## src/rtl/wb_pkg.sv

```systemverilog
`default_nettype none

package wb_pkg;

    typedef logic [31:0] word_t;
    typedef logic [4:0]  reg_addr_t;
    typedef logic [11:0] csr_addr_t;
    typedef logic [2:0]  funct3_t;
    typedef logic [6:0]  opcode_t;
    typedef logic [3:0]  ir_type_t;

    // Major opcodes that need a non-ALU writeback source
    localparam opcode_t OPC_LOAD   = 7'b0000011;
    localparam opcode_t OPC_JAL    = 7'b1101111;
    localparam opcode_t OPC_JALR   = 7'b1100111;
    localparam opcode_t OPC_SYSTEM = 7'b1110011;

    // Load widths
    localparam funct3_t F3_LB  = 3'b000;
    localparam funct3_t F3_LH  = 3'b001;
    localparam funct3_t F3_LW  = 3'b010;
    localparam funct3_t F3_LBU = 3'b100;
    localparam funct3_t F3_LHU = 3'b101;

    // CSR ops, immediate forms differ only in bit 2
    localparam funct3_t F3_CSRRW = 3'b001;
    localparam funct3_t F3_CSRRS = 3'b010;
    localparam funct3_t F3_CSRRC = 3'b011;

    localparam csr_addr_t CSR_MSCRATCH = 12'h340;
    localparam csr_addr_t CSR_MEPC     = 12'h341;
    localparam csr_addr_t CSR_MCAUSE   = 12'h342;
    localparam csr_addr_t CSR_MTVAL    = 12'h343;

endpackage

`default_nettype wire

```

## src/rtl/mem_wb_if.sv

```systemverilog
`timescale 1ns/1ps
`default_nettype none

interface mem_wb_if;

    wb_pkg::word_t     pc4;       // Link address
    wb_pkg::word_t     c;         // ALU result
    wb_pkg::word_t     d;         // Aligned load data
    wb_pkg::word_t     z;         // Old CSR value
    wb_pkg::funct3_t   funct3;
    wb_pkg::reg_addr_t rd;
    wb_pkg::csr_addr_t csr_addr;
    wb_pkg::opcode_t   opcode;
    wb_pkg::ir_type_t  ir_type;
    logic              wr_reg_n;  // Active low
    logic              wr_csr_n;  // Active low

    modport src (
        output pc4,
        output c,
        output d,
        output z,
        output funct3,
        output rd,
        output csr_addr,
        output opcode,
        output ir_type,
        output wr_reg_n,
        output wr_csr_n
    );

    modport dst (
        input pc4,
        input c,
        input d,
        input z,
        input funct3,
        input rd,
        input csr_addr,
        input opcode,
        input ir_type,
        input wr_reg_n,
        input wr_csr_n
    );

endinterface

`default_nettype wire

```

## src/rtl/load_align.sv

```systemverilog
`timescale 1ns/1ps
`default_nettype none

module load_align (
    input  wb_pkg::word_t   mem_rdata,
    input  logic [1:0]      addr_lo,
    input  wb_pkg::funct3_t funct3,
    output wb_pkg::word_t   load_data
);

    wb_pkg::word_t shifted;
    logic [7:0]    byte_val;
    logic [15:0]   half_val;

    // Bring the addressed byte down to bit 0
    assign shifted  = mem_rdata >> {addr_lo, 3'b000};
    assign byte_val = shifted[7:0];
    assign half_val = shifted[15:0];

    always_comb begin
        case (funct3)
            wb_pkg::F3_LB: begin
                load_data = {{24{byte_val[7]}}, byte_val};
            end
            wb_pkg::F3_LH: begin
                load_data = {{16{half_val[15]}}, half_val};
            end
            wb_pkg::F3_LBU: begin
                load_data = {24'd0, byte_val};
            end
            wb_pkg::F3_LHU: begin
                load_data = {16'd0, half_val};
            end
            wb_pkg::F3_LW: begin
                load_data = shifted;
            end
            default: begin
                load_data = shifted;  // Undefined widths pass the word
            end
        endcase
    end

endmodule

`default_nettype wire

```

## src/rtl/csr_unit.sv

```systemverilog
`timescale 1ns/1ps
`default_nettype none

module csr_unit (
    input  logic              clk,
    input  logic              rst_n,
    input  logic              interlock,
    input  wb_pkg::csr_addr_t csr_addr,
    input  wb_pkg::funct3_t   funct3,
    input  wb_pkg::word_t     operand,
    input  logic              wr_csr_n,
    output wb_pkg::word_t     old_value
);

    wb_pkg::word_t mscratch;
    wb_pkg::word_t mepc;
    wb_pkg::word_t mcause;
    wb_pkg::word_t mtval;
    wb_pkg::word_t new_value;
    logic          write_en;

    always_comb begin
        case (csr_addr)
            wb_pkg::CSR_MSCRATCH: old_value = mscratch;
            wb_pkg::CSR_MEPC:     old_value = mepc;
            wb_pkg::CSR_MCAUSE:   old_value = mcause;
            wb_pkg::CSR_MTVAL:    old_value = mtval;
            default:              old_value = '0;  // Unimplemented CSR
        endcase
    end

    // Bit 2 only selects the immediate form, operand is already resolved
    always_comb begin
        case (funct3[1:0])
            wb_pkg::F3_CSRRW[1:0]: new_value = operand;
            wb_pkg::F3_CSRRS[1:0]: new_value = old_value | operand;
            wb_pkg::F3_CSRRC[1:0]: new_value = old_value & ~operand;
            default:               new_value = old_value;
        endcase
    end

    assign write_en = !wr_csr_n && !interlock;

    always_ff @(posedge clk or negedge rst_n) begin
        if (!rst_n) begin
            mscratch <= '0;
            mepc     <= '0;
            mcause   <= '0;
            mtval    <= '0;
        end else if (write_en) begin
            case (csr_addr)
                wb_pkg::CSR_MSCRATCH: mscratch <= new_value;
                wb_pkg::CSR_MEPC:     mepc     <= new_value;
                wb_pkg::CSR_MCAUSE:   mcause   <= new_value;
                wb_pkg::CSR_MTVAL:    mtval    <= new_value;
                default: begin
                end
            endcase
        end
    end

endmodule

`default_nettype wire

```

## src/rtl/mem_wb_regs.sv

```systemverilog
`timescale 1ns/1ps
`default_nettype none

module mem_wb_regs (
    input logic     clk,
    input logic     rst_n,
    input logic     interlock,
    mem_wb_if.dst   ex_bus,
    mem_wb_if.src   wb_bus
);

    // Write flags are the only control state here
    always_ff @(posedge clk or negedge rst_n) begin
        if (!rst_n) begin
            wb_bus.wr_reg_n <= 1'b1;  // Not writing
            wb_bus.wr_csr_n <= 1'b1;
        end else if (!interlock) begin
            wb_bus.wr_reg_n <= ex_bus.wr_reg_n;
            wb_bus.wr_csr_n <= ex_bus.wr_csr_n;
        end
    end

    always_ff @(posedge clk) begin
        if (!interlock) begin
            wb_bus.pc4      <= ex_bus.pc4;
            wb_bus.c        <= ex_bus.c;
            wb_bus.d        <= ex_bus.d;
            wb_bus.z        <= ex_bus.z;
            wb_bus.funct3   <= ex_bus.funct3;
            wb_bus.rd       <= ex_bus.rd;
            wb_bus.csr_addr <= ex_bus.csr_addr;
            wb_bus.opcode   <= ex_bus.opcode;
            wb_bus.ir_type  <= ex_bus.ir_type;
        end
    end

endmodule

`default_nettype wire

```

## src/rtl/wb_select.sv

```systemverilog
`timescale 1ns/1ps
`default_nettype none

module wb_select (
    mem_wb_if.dst             wb_bus,
    output logic              rf_we,
    output wb_pkg::reg_addr_t rf_waddr,
    output wb_pkg::word_t     rf_wdata
);

    always_comb begin
        case (wb_bus.opcode)
            wb_pkg::OPC_LOAD:   rf_wdata = wb_bus.d;
            wb_pkg::OPC_JAL:    rf_wdata = wb_bus.pc4;
            wb_pkg::OPC_JALR:   rf_wdata = wb_bus.pc4;
            wb_pkg::OPC_SYSTEM: rf_wdata = wb_bus.z;  // CSR old value
            default:            rf_wdata = wb_bus.c;
        endcase
    end

    // x0 is never written
    assign rf_we    = !wb_bus.wr_reg_n && (wb_bus.rd != '0);
    assign rf_waddr = wb_bus.rd;

endmodule

`default_nettype wire

```

## src/rtl/mem_wb_top.sv

```systemverilog
`timescale 1ns/1ps
`default_nettype none

module mem_wb_top (
    input  logic              clk,
    input  logic              rst_n,
    input  logic              interlock,
    input  wb_pkg::word_t     pc4,
    input  wb_pkg::word_t     alu_result,
    input  wb_pkg::word_t     mem_rdata,
    input  wb_pkg::funct3_t   funct3,
    input  wb_pkg::reg_addr_t rd,
    input  wb_pkg::csr_addr_t csr_addr,
    input  wb_pkg::opcode_t   opcode,
    input  wb_pkg::ir_type_t  ir_type,
    input  logic              wr_reg_n,
    input  logic              wr_csr_n,
    output logic              rf_we,
    output wb_pkg::reg_addr_t rf_waddr,
    output wb_pkg::word_t     rf_wdata,
    output wb_pkg::ir_type_t  ir_type_out,
    output wb_pkg::csr_addr_t csr_addr_out
);

    mem_wb_if ex_bus ();
    mem_wb_if wb_bus ();

    assign ex_bus.pc4      = pc4;
    assign ex_bus.c        = alu_result;
    assign ex_bus.funct3   = funct3;
    assign ex_bus.rd       = rd;
    assign ex_bus.csr_addr = csr_addr;
    assign ex_bus.opcode   = opcode;
    assign ex_bus.ir_type  = ir_type;
    assign ex_bus.wr_reg_n = wr_reg_n;
    assign ex_bus.wr_csr_n = wr_csr_n;

    load_align u_load_align (
        .mem_rdata (mem_rdata),
        .addr_lo   (alu_result[1:0]),  // Byte offset of the load
        .funct3    (ex_bus.funct3),
        .load_data (ex_bus.d)
    );

    csr_unit u_csr_unit (
        .clk       (clk),
        .rst_n     (rst_n),
        .interlock (interlock),
        .csr_addr  (ex_bus.csr_addr),
        .funct3    (ex_bus.funct3),
        .operand   (alu_result),
        .wr_csr_n  (ex_bus.wr_csr_n),
        .old_value (ex_bus.z)
    );

    mem_wb_regs u_mem_wb_regs (
        .clk       (clk),
        .rst_n     (rst_n),
        .interlock (interlock),
        .ex_bus    (ex_bus.dst),
        .wb_bus    (wb_bus.src)
    );

    wb_select u_wb_select (
        .wb_bus   (wb_bus.dst),
        .rf_we    (rf_we),
        .rf_waddr (rf_waddr),
        .rf_wdata (rf_wdata)
    );

    // Feed the hazard logic
    assign ir_type_out  = wb_bus.ir_type;
    assign csr_addr_out = wb_bus.csr_addr;

endmodule

`default_nettype wire

```

## config.mk

```make
export PLATFORM = sky130hd
export DESIGN_NAME = mem_wb_top
export DESIGN_NICKNAME = d
export VERILOG_FILES = /design/src/rtl/wb_pkg.sv /design/src/rtl/mem_wb_if.sv /design/src/rtl/load_align.sv /design/src/rtl/csr_unit.sv /design/src/rtl/mem_wb_regs.sv /design/src/rtl/wb_select.sv /design/src/rtl/mem_wb_top.sv
export SDC_FILE = /design/constraint.sdc
export NUM_CORES = 1
export LEC_CHECK = 0
export BUFFER_PORTS_ARGS = -buffer_cell sky130_fd_sc_hd__buf_2
export CAP_MARGIN = 20
export CORE_MARGIN = 5
export CORE_UTILIZATION = 50
export DETAILED_ROUTE_END_ITERATION = 16
export PLACE_DENSITY_LB_ADDON = 0.25
export SYNTH_ARGS = -nofsm -noshare
export SYNTH_HDL_FRONTEND = slang
export SYNTH_HIERARCHICAL = 1
export SYNTH_SLANG_ARGS = --single-unit
```

## constraint.sdc

```tcl
create_clock -name clk -period 2.3 [get_ports clk]
set_input_delay 0.115 -clock clk [delete_from_list [all_inputs] [get_ports clk]]
set_output_delay 0.115 -clock clk [all_outputs]
set_load 0.02 [all_outputs]
```

-- Word-level counts from Yosys, hierarchy flattened
Index checks and enable logic that the tools add are counted.
- divide/modulo/power cells: 0
- shift-type cells: 1
- muxes and demuxes: 4
- bitwise logic cells: 3
- eq/ne operators: 14
- $lt $le $gt $ge: 0
- multiply operators: 0
- $add $sub $neg: 0
- reductions and logical operators: 12
- operators by type and width (operator ; number):
    $pmux 32 s4 ; 2
    $pmux 32 s3 ; 2
    $eq 12x10->1 const B ; 4
    $and 32x32->32 ; 1
    $not 32->32 ; 1
    $or 32x32->32 ; 1
    $shr 32x5->32 ; 1
    $eq 7x7->1 const B ; 3
    $reduce_and 2->1 ; 4
    $eq 7x2->1 const B ; 1
    $eq 3x3->1 const B ; 2
    $reduce_bool 5->1 ; 1
    $eq 2x2->1 const B ; 2
    $eq 3x1->1 const B ; 1
    $logic_not 1->1 ; 3
    $logic_not 3->1 ; 1
    $eq 2x1->1 const B ; 1
    $logic_and 1x1->1 ; 2
    $reduce_or 2->1 ; 1
- bits in read-only memories: 0
- register bits: 285
- input bits: 132
- word-level logic and storage cells: 47
- memories kept: 0
- bits in writable memories: 0
- bits in latches: 0

-- Logic depth before layout (Yosys ltp)
Gate-level depths: netlist of the first run.
- depth in word-level cells: 4
- gate-level depth with buffers: 7
- gate-level depth less buffers: 4

-- By module
Netlist of the first run, hierarchy kept.
- by module, submodules not included (module ; seq. area each (sq um) ; area an instance (sq um) ; cells each ; instances):
    csr_unit ; 3203.1 ; 7069.3 ; 574 ; 1
    mem_wb_regs ; 4827.1 ; 4853.4 ; 164 ; 1
    wb_select ; 0.0 ; 894.6 ; 133 ; 1
    load_align ; 0.0 ; 694.4 ; 107 ; 1

-- Least setup slack after synthesis of the first run
Ideal clock, no wire load.
- path type: input-to-reg
- start point: input interlock
- end point: register u_mem_wb_regs.wb_bus.c[0], enable pin
- stages on the path: 1
- path slack: -1.393 ns
- library setup time: 0.511 ns
- data required time: 1.789 ns
- buffers on the path: 0
- data arrival time: 3.182 ns
- cells stage by stage: inv_1
- RTL lines (what ; line ; text):
    from (decl) ; mem_wb_top.sv:7 ; input logic interlock,
    to (decl) ; mem_wb_if.sv:20 ; output c,
No word-level cell between the ends.

-- Final worst setup path of the first run
- start point: register u_mem_wb_regs.wb_bus.opcode[4]
- end point: output rf_wdata[6]
- cells in the longest elaborated chain, start to end: 3
- elaborated cells on any way between the ends: 6
- those cells by class: eq/ne (4); mux (1); reduce/logical (1)
- ends and longest elaborated chain (what ; line ; text):
    from (decl) ; mem_wb_if.sv:26 ; output opcode,
    $eq 7x7->1 ; wb_select.sv:12 ; case (wb_bus.opcode)
    $reduce_or 2->1 (no source line) ; - ;
    $pmux 32 s3 (*) ; wb_select.sv:12 ;
    to (decl) ; mem_wb_top.sv:20 ; output wb_pkg::word_t rf_wdata,
Mark *: on every way between the ends. The rest lies on a longest branch, timed or not.

==> out/results.ini, run 1 <==
[placement]
port_buf_inserts = 185
detailedPlace.worstSlack_ns = 0.262
hpwlAfterDp_um = 23900
numPlacedInstances = 1451
globalplace.congestion = 0.912

[route]
drt_first_iter_violations = 1180
ant_nets = 0
drt_drc_violations_left = 0
post_drt_via_cell_ratio = 5.93
via_count = 9639
routed_wire_length_per_instance_um = 22.8
drt_pass1_iterations = 8
finalWirelength_um = 37000

[sta]
timing.final.crit_share_pct = 105
achievable-frequency_mhz = 412
final.setup_skew_ns = 0.0135
fin_crit_ns = 2.42
timing.hold.ws_ns = 0.0377
timing_hold_violations_final = 0
grt_setup_unrepaired = true
worst_slew_pin_slew_ns = 0.697
setup-violations-final = 32
setup_ws_ns = -0.125
slew-limit-headroom_pct = 53.5
report.final.slew_viol_count = 0

[layout]
synthToLayoutAreaGrowth_pct = 26.8
n_fill_cell = 1854
finish.utilization_pct = 64.8
post_route_cells_drive_above_1_share_pct = 34.7
num-nets-final = 1398
layoutNonFillerInstCount = 1626

[logic_synthesis]
ys_warn_count = 6
netlist_instances = 973
syn-cell-area_um2 = 13400
syn_nets = 1105
synth_area_per_cell_um2 = 13.8

[pwr]
power.density_cell_area_nw_per_um2 = 692
vdd.ir_drop.worst_v = 0.000533
power.leakage_uw = 0.00739

[worst_setup_path]
worstPathArrival_ns = 2.31
timing.critical_path.fanout_max = 9
crit_path_start_kind = flip-flop
required_ns = 2.18
worst-setup-path-type = flip-flop to primary output
timing.critical_path.to_type = primary output

[clocking]
cts_tree = yes
worstSkewPairLatency_ns = 0.55
ctsRootBufferMaster = sky130_fd_sc_hd__clkbuf_16
cts_sinks = 285
clock_pin_transition_on_the_worst_setup_and_hold_timing_paths_ns = 0.06
cts_buffers = 30
cts_max_level = 1
clock_tree.buffer_depth = 3

[floorplanning]
initial_utilization_pct = 51.1
fp-row-count = 59
floorplan.io_pins = 186
chipHeight_um = 174
die_area_um2 = 30100
core_outline_area_um2 = 26200
die-width_um = 174

[grt]
first_pass_grt_wire_length_um = 57200
grt_remaining_overflow = 0
number_of_global_route_vias_before_repair = 9756
grt_antenna_before_repair = 1
grtUsageTotal_pct = 23.9
largest_net_degree_at_the_start_of_global_routing = 125

[outcome]
failed_checks = setup timing
status = finished with violations

[worst_hold_path]
hold_path_class = primary input to flip-flop

[run]
drv_cap = 0

-- stage by stage --
step	total power (µW)	area, µm²	setup TNS, ns
finish	11800	17000	-2.12
global route	12200	17000	-4.50
CTS	11800	16900	-1.35
detailed placement	6900	14700	0
global placement	6880	14700	0
floorplan	6410	13400	-72.47
-- sequential cells by signal, summed over array words and instances, names as in the netlist, 12 cells and up --
signal,cells
u_csr_unit/mtval,32
u_mem_wb_regs/wb_bus.c,32
u_csr_unit/mepc,32
u_mem_wb_regs/wb_bus.pc4,32
u_mem_wb_regs/wb_bus.csr_addr,12
u_mem_wb_regs/wb_bus.d,32
u_csr_unit/mcause,32
u_csr_unit/mscratch,32
u_mem_wb_regs/wb_bus.z,32
-- layout make-up --
class,count,area (µm²),area share (%)
multi-input combinational,610,5090,30.0
timing repair buffer,336,2570,15.2
tap,335,419,2.47
clock buffer,35,791,4.66
sequential,285,7910,46.6
antenna,1,2.50,0.0147
clock inverter,21,175,1.03
inverter,3,15.0,0.0884
-- routing by layer --
| metal | share of wire [%] | vias up | track usage [%] |
|---|---|---|---|
| met4 | 2.4 | 0 | 5.94 |
| met2 | 47 | 429 | 39.6 |
| li1 | - | 4348 | - |
| met3 | 7.4 | 62 | 3.97 |
| met5 | 0 | - | 0 |
| met1 | 43 | 4800 | 33.3 |
-- power breakdown --
| group | internal (µW) | leakage [µW] | switching, µW | total, µW |
|---|---|---|---|---|
| sequential | 5650 | 0.00334 | 98.9 | 5750 |
| clock | 2780 | 0.000475 | 1950 | 4720 |
| combinational | 551 | 0.00357 | 732 | 1280 |
-- worst max-delay path, cell delays in order, from the launching register on --
cell	delay [ns]
sky130_fd_sc_hd__edfxtp_1	0.45
sky130_fd_sc_hd__or3_4	0.42
sky130_fd_sc_hd__a21oi_4	0.16
sky130_fd_sc_hd__buf_6	0.14
sky130_fd_sc_hd__nor2_4	0.09
sky130_fd_sc_hd__a221o_1	0.32
sky130_fd_sc_hd__buf_2	0.17
-- placed cells by master (no fill, tap or decap), types with 16 or more instances in the layout --
cell type / instances
sky130_fd_sc_hd__clkbuf_16: 31
sky130_fd_sc_hd__mux2_2: 112
sky130_fd_sc_hd__o21ai_0: 25
sky130_fd_sc_hd__nor2_1: 34
sky130_fd_sc_hd__edfxtp_1: 156
sky130_fd_sc_hd__buf_2: 162
sky130_fd_sc_hd__nor3_1: 16
sky130_fd_sc_hd__buf_4: 45
sky130_fd_sc_hd__mux2_1: 17
sky130_fd_sc_hd__a21bo_2: 32
sky130_fd_sc_hd__nand2_1: 50
sky130_fd_sc_hd__dlygate4sd3_1: 105
sky130_fd_sc_hd__dfrtp_1: 128
sky130_fd_sc_hd__mux2i_1: 84
sky130_fd_sc_hd__a21o_1: 36
sky130_fd_sc_hd__o22ai_1: 32
sky130_fd_sc_hd__o22a_1: 32
sky130_fd_sc_hd__a21oi_1: 23
-- worst paths after layout --
path	slack, ns	end	depth (start not counted)	startpoint
setup / recovery	-0.12	rf_wdata[6]	6	u_mem_wb_regs/wb_bus.opcode[4]
hold / removal	0.04	u_mem_wb_regs/wb_bus.d[21]	3	mem_rdata[21]
setup reg to reg	0.88	u_csr_unit/mcause[16]	4	u_csr_unit/mcause[16]
hold reg to reg	0.49	u_csr_unit/mepc[1]	1	u_csr_unit/mepc[1]
max in group asynchronous	1.48	u_csr_unit/mcause[13]	3	rst_n
min in group asynchronous	0.13	u_csr_unit/mscratch[2]	2	rst_n
-- timing repair --
item	CTS	global route
pin swaps	10	8
resized for setup	27	22
hold buffers	105	0
endpoints found under the setup margin	32	32
gates cloned	2	0
endpoints found under the hold margin	147	0
setup buffers	11	0
Note: power is estimated with default switching activity, not from simulation.
==> run 2, diff against run 1 <==
--- a/config.mk
+++ b/config.mk
@@ -11,6 +11,7 @@
 export CORE_UTILIZATION = 50
 export DETAILED_ROUTE_END_ITERATION = 16
 export PLACE_DENSITY_LB_ADDON = 0.25
+export RECOVER_POWER = 50
 export SYNTH_ARGS = -nofsm -noshare
 export SYNTH_HDL_FRONTEND = slang
 export SYNTH_HIERARCHICAL = 1
==> run 2 against run 1 <==
  * Critical path depth unchanged
  * Critical endpoint unchanged
  * The run ends with capacitance limit, slew limit, setup timing left
  * Largest cell class unchanged
  * Sequential share of layout area is 0.26 points higher
  * Hold slack lost 0.0065 ns
  * Total power about the same
  * Critical path type unchanged
==> out/results.ini, run 2 (synthesis results as in run 1) <==
[outcome]
status = finished with violations
failed_checks = capacitance limit, slew limit, setup timing

[grt]
grtUsageTotal_pct = 23.9
grt_remaining_overflow = 0
largest_net_degree_at_the_start_of_global_routing = 125
first_pass_grt_wire_length_um = 57200
grt_antenna_before_repair = 1
number_of_global_route_vias_before_repair = 9756

[pwr]
power.leakage_uw = 0.00725
total_power_uw = 11700
netSwitchingFraction_pct = 23.7
power.density_cell_area_nw_per_um2 = 696
internal_cell_power_uw = 8960
power_switching_uw = 2780
p_comb_share_pct = 10.8
portion_of_total_power_attributed_to_the_clock_network_pct = 40.3
power.share.sequential_pct = 49.0
vdd.ir_drop.worst_v = 0.000535

[placement]
port_buf_inserts = 185
globalplace.congestion = 0.912
hpwlAfterDp_um = 23900
detailedPlace.worstSlack_ns = 0.262

[route]
drt_drc_violations_left = 0
met3WireLength_um = 2670
detail_route.wirelength.met1_um = 15800
ant_nets = 0
finalWirelength_um = 37000
drt_pass1_iterations = 9
top_layer = met4
drt_first_iter_violations = 1192
post_drt_via_cell_ratio = 5.93
routed_wire_length_per_instance_um = 22.7
routed-wl-met2_um = 17500
via_count = 9649

[worst_setup_path]
critical_path.endpoint = rf_wdata[6]
required_ns = 2.18
critical_path.reg2reg.endpoint = u_csr_unit/mcause[16]
cp_slowest_stage_delay_ns = 0.44
worst_setup_path_startpoint = u_mem_wb_regs/wb_bus.opcode[4]
timing.reg2reg.worst_path_depth = 4
worst-setup-path-type = flip-flop to primary output
timing.critical_path.to_type = primary output
timing.critical_path.fanout_max = 9
worstReg2RegStart = u_csr_unit/mcause[16]
crit_path_start_kind = flip-flop
critical-path-slowest-cell = sky130_fd_sc_hd__edfxtp_1
cp_cell_sequence = or3_4 -> a21oi_4 -> buf_6 -> nor2_4 -> a221o_1 -> buf_2
worstPathArrival_ns = 2.31
worst-r2r-setup-slack_ns = 0.88

[run]
drv_cap = 2

[clocking]
worstSkewPairLatency_ns = 0.55
cts_tree = yes
cts_max_level = 1
ctsRootBufferMaster = sky130_fd_sc_hd__clkbuf_16
clock_pin_transition_on_the_worst_setup_and_hold_timing_paths_ns = 0.06
clock_tree.buffer_depth = 3
cts_buffers = 30
cts_sinks = 285

[layout]
synthToLayoutAreaGrowth_pct = 26.2
final_common_cell = sky130_fd_sc_hd__edfxtp_1
post_route_cells_drive_above_1_share_pct = 31.2
layout.cells.most_common_list = sky130_fd_sc_hd__edfxtp_1, sky130_fd_sc_hd__dfrtp_1, sky130_fd_sc_hd__buf_2, sky130_fd_sc_hd__mux2_2, sky130_fd_sc_hd__dlygate4sd3_1
num-nets-final = 1398
n_fill_cell = 1885
finish.utilization_pct = 64.4

[sta]
setup_ws_ns = -0.120
timing.hold.ws_ns = 0.0312
slew-limit-headroom_pct = -14.1
timing.final.crit_share_pct = 105
grt_setup_unrepaired = true
report.final.slew_viol_count = 158
final.setup_skew_ns = 0.0129
setup_tns_ns = -1.91
timing_hold_violations_final = 0
setup-violations-final = 32
worst_slew_pin_slew_ns = 1.71
fin_crit_ns = 2.42
achievable-frequency_mhz = 413

[floorplanning]
initial_utilization_pct = 51.1
die_area_um2 = 30100
floorplan.io_pins = 186
chipHeight_um = 174
fp-row-count = 59
core_outline_area_um2 = 26200
die-width_um = 174

[worst_hold_path]
hold_path_class = primary input to flip-flop

run 2: cell types whose count changed in the layout (fill, tap and decap cells not counted), moves of 2 or more:
cell                       change
sky130_fd_sc_hd__clkbuf_1     +46
sky130_fd_sc_hd__buf_12        -2
sky130_fd_sc_hd__buf_4         -2
sky130_fd_sc_hd__clkbuf_2      +2
sky130_fd_sc_hd__buf_2        -45
run 2: area by class of cell:
cell class                      instances  area [µm²]  share of cell area (%)
Multi-Input combinational cell        610        5090                    30.1
Sequential cell                       285        7910                    46.9
Clock buffer                           35         791                    4.68
Tap cell                              335         419                    2.48
Antenna cell                            1        2.50                  0.0148
Clock inverter                         21         175                    1.04
Inverter                                3        12.5                  0.0741
Timing Repair Buffer                  336        2480                    14.7
run 2: power groups by stage:
stage	Sequential (µW)	Clock (µW)	Combinational, µW
after floorplan	5830	0	584
after global placement	5830	0	1050
after detailed placement	5840	0	1060
after CTS	5740	4800	1250
after global routing	5760	5030	1350
final	5750	4730	1260
run 2: worst max-delay path, delay by kind of cell, from the launching register on:
kind / cells / cell delay [ns]
AOI/OAI and AO/OA: 2 / 0.48
buffers and inverters: 2 / 0.31
and+or+nand+nor: 2 / 0.51
DFF: 1 / 0.44
run 2: layer usage:
layer	track usage (%)	vias up
li1	-	4346
met1	33.3	4819
met2	39.6	419
met3	3.97	65
met4	5.94	0
met5	0	-
run 2: worst min-delay path by stage:
stage / start / endpoint / cells after the start
global route: mem_rdata[16] / u_mem_wb_regs/wb_bus.d[16] / 3
detailed placement: rst_n / u_csr_unit/mscratch[2] / 1
global placement: rst_n / u_csr_unit/mscratch[2] / 1
CTS: mem_rdata[21] / u_mem_wb_regs/wb_bus.d[21] / 3
finish: mem_rdata[21] / u_mem_wb_regs/wb_bus.d[21] / 3
floorplan: rst_n / u_csr_unit/mcause[0] / 0
run 2: per-stage QoR:
stage          instance area (µm²)  instances
2_1_floorplan                13400        973
4_1_cts                      16900       1625
6_report                     16900       1626
3_5_place_dp                 14700       1451
3_3_place_gp                 14700       1451
5_1_grt                      16900       1626
run 2: repair_timing:
action	in CTS	in global routing
pin swaps	10	8
hold buffers	105	0
gates resized for setup	27	22
cloned	2	0
hold endpoints to repair	147	0
setup buffers	11	0
endpoints found under the setup margin	32	32
==> run 3, diff against run 2 <==
--- a/config.mk
+++ b/config.mk
@@ -16,3 +16,4 @@
 export SYNTH_HDL_FRONTEND = slang
 export SYNTH_HIERARCHICAL = 1
 export SYNTH_SLANG_ARGS = --single-unit
+export TNS_END_PERCENT = 20
==> run 3 against run 2 <==
  * The run still ends with capacitance limit, slew limit, setup timing left
  * Clock power is essentially flat
  * Cell count is the same
  * Register-to-register slack is essentially flat
==> out/results.ini, run 3 (synthesis results as in run 1) <==
[outcome]
status = finished with violations
failed_checks = capacitance limit, slew limit, setup timing

[route]
routed_wire_length_per_instance_um = 22.7
drt_first_iter_violations = 1142
ant_nets = 0
post_drt_via_cell_ratio = 5.95
finalWirelength_um = 37000
via_count = 9668
drt_pass1_iterations = 7
drt_drc_violations_left = 0

[pwr]
power.density_cell_area_nw_per_um2 = 696
vdd.ir_drop.worst_v = 0.000537
power.leakage_uw = 0.00724
total_power_uw = 11700

[sta]
slew-limit-headroom_pct = -13.7
setup-violations-final = 32
worst_slew_pin_slew_ns = 1.71
timing.final.crit_share_pct = 104
setup_ws_ns = -0.100
achievable-frequency_mhz = 417
fin_crit_ns = 2.40
grt_setup_unrepaired = true
report.final.slew_viol_count = 158
final.setup_skew_ns = 0.0103
timing_hold_violations_final = 0

[layout]
num-nets-final = 1398
layoutNonFillerInstCount = 1626
n_fill_cell = 1889
final_common_cell = sky130_fd_sc_hd__edfxtp_1
layout.cells.most_common_list = sky130_fd_sc_hd__edfxtp_1, sky130_fd_sc_hd__dfrtp_1, sky130_fd_sc_hd__buf_2, sky130_fd_sc_hd__mux2_2, sky130_fd_sc_hd__dlygate4sd3_1
post_route_cells_drive_above_1_share_pct = 31.1
synthToLayoutAreaGrowth_pct = 25.9

[grt]
number_of_global_route_vias_before_repair = 9761
grtUsageTotal_pct = 23.9
grt_remaining_overflow = 0
largest_net_degree_at_the_start_of_global_routing = 125
grt_antenna_before_repair = 1
first_pass_grt_wire_length_um = 57200

[floorplanning]
initial_utilization_pct = 51.1
die-width_um = 174
floorplan.io_pins = 186
fp-row-count = 59
chipHeight_um = 174
core_outline_area_um2 = 26200
die_area_um2 = 30100

[worst_setup_path]
cp_cell_sequence = or3_4 -> a21oi_4 -> buf_6 -> nor2_4 -> a221o_1 -> buf_2
critical-path-slowest-cell = sky130_fd_sc_hd__edfxtp_1
critical_path.reg2reg.endpoint = u_csr_unit/mcause[16]
worst-r2r-setup-slack_ns = 0.87
critical_path.endpoint = rf_wdata[6]
timing.critical_path.to_type = primary output
cp_slowest_stage_delay_ns = 0.45
timing.reg2reg.worst_path_depth = 4
worst_setup_path_startpoint = u_mem_wb_regs/wb_bus.opcode[4]
worstReg2RegStart = u_csr_unit/mcause[16]
worstPathArrival_ns = 2.29
required_ns = 2.18
worst-setup-path-type = flip-flop to primary output
crit_path_start_kind = flip-flop
timing.critical_path.fanout_max = 9

[clocking]
clock_pin_transition_on_the_worst_setup_and_hold_timing_paths_ns = 0.06
clock_tree.buffer_depth = 3
worstSkewPairLatency_ns = 0.55
cts_sinks = 285
cts_buffers = 30
cts_tree = yes
cts_max_level = 1
ctsRootBufferMaster = sky130_fd_sc_hd__clkbuf_16

[worst_hold_path]
hold_path_class = primary input to flip-flop
whs_path_depth = 3
hold_path.startpoint = mem_rdata[21]

[placement]
hpwlAfterDp_um = 23900
globalplace.congestion = 0.912
detailedPlace.worstSlack_ns = 0.262
numPlacedInstances = 1451
port_buf_inserts = 185

[run]
drv_cap = 2

## run 3: cell types whose count changed in the layout (fill, tap and decap cells not counted)
cell / change
sky130_fd_sc_hd__a22oi_2: -1
sky130_fd_sc_hd__buf_6: -5
sky130_fd_sc_hd__a22oi_1: +1
sky130_fd_sc_hd__buf_8: -2
sky130_fd_sc_hd__buf_4: +2
sky130_fd_sc_hd__buf_2: +4
sky130_fd_sc_hd__buf_12: +1
## run 3: timing repair
item	CTS	global route
gates resized for setup	27	11
hold buffers	105	0
endpoints found under the hold margin	147	0
pin swaps	9	12
endpoints found under the setup margin	32	32
buffers inserted	11	0
gates cloned	2	0
## run 3: through the flow
| step | hold WS (ns) | TNS [ns] | area, µm² | util, % |
|---|---|---|---|---|
| floorplan | -0.181 | -72.47 | 13400 | - |
| global placement | 0.151 | 0 | 14700 | 56.1 |
| detailed placement | 0.159 | 0 | 14700 | 56.1 |
| CTS | 0.000644 | -1.35 | 16900 | 64.5 |
| global route | 0.0263 | -4.31 | 16800 | 64.3 |
| finish | 0.0281 | -1.76 | 16800 | 64.3 |
## run 3: worst min-delay path by stage
stage | end | slack, ns
after CTS | u_mem_wb_regs/wb_bus.d[21] | 0.0006
after detailed placement | u_csr_unit/mscratch[2] | 0.16
after global routing | u_mem_wb_regs/wb_bus.d[16] | 0.03
after global placement | u_csr_unit/mscratch[2] | 0.15
final | u_mem_wb_regs/wb_bus.d[21] | 0.03
after floorplan | u_csr_unit/mcause[0] | -0.18
## run 3: cell type report
type                    count  area, µm²  share of cell area (%)
diodes                      1       2.50                  0.0149
repair buffers            336       2450                    14.6
multi-input cells         610       5080                    30.2
well taps                 335        419                    2.49
flip-flops and latches    285       7910                    47.0
clock inverters            21        175                    1.04
clock buffers              35        791                    4.69
inverters                   3       12.5                  0.0743
## run 3: worst max-delay path: cells and delay by family (launching register included)
kind                   cells  cell delay [ns]
AND/OR/NAND/NOR            2             0.51
AO/OA/AOI/OAI              2             0.47
flip-flops                 1             0.45
buffers and inverters      2             0.31
## run 3: where the power goes
part / switching (µW) / total, µW / internal (µW)
clock: 1940 / 4720 / 2780
combinational: 730 / 1250 / 524
sequential: 97.2 / 5750 / 5650
total: 2770 / 11700 / 8950
## run 3: layer usage
metal / vias to the layer above / global-route usage [%] / routed length, µm
met5: - / 0 / 0
li1: 4341 / - / -
met2: 421 / 39.5 / 17600
met1: 4851 / 33.2 / 15700
met4: 0 / 6.07 / 862
met3: 55 / 4.06 / 2790
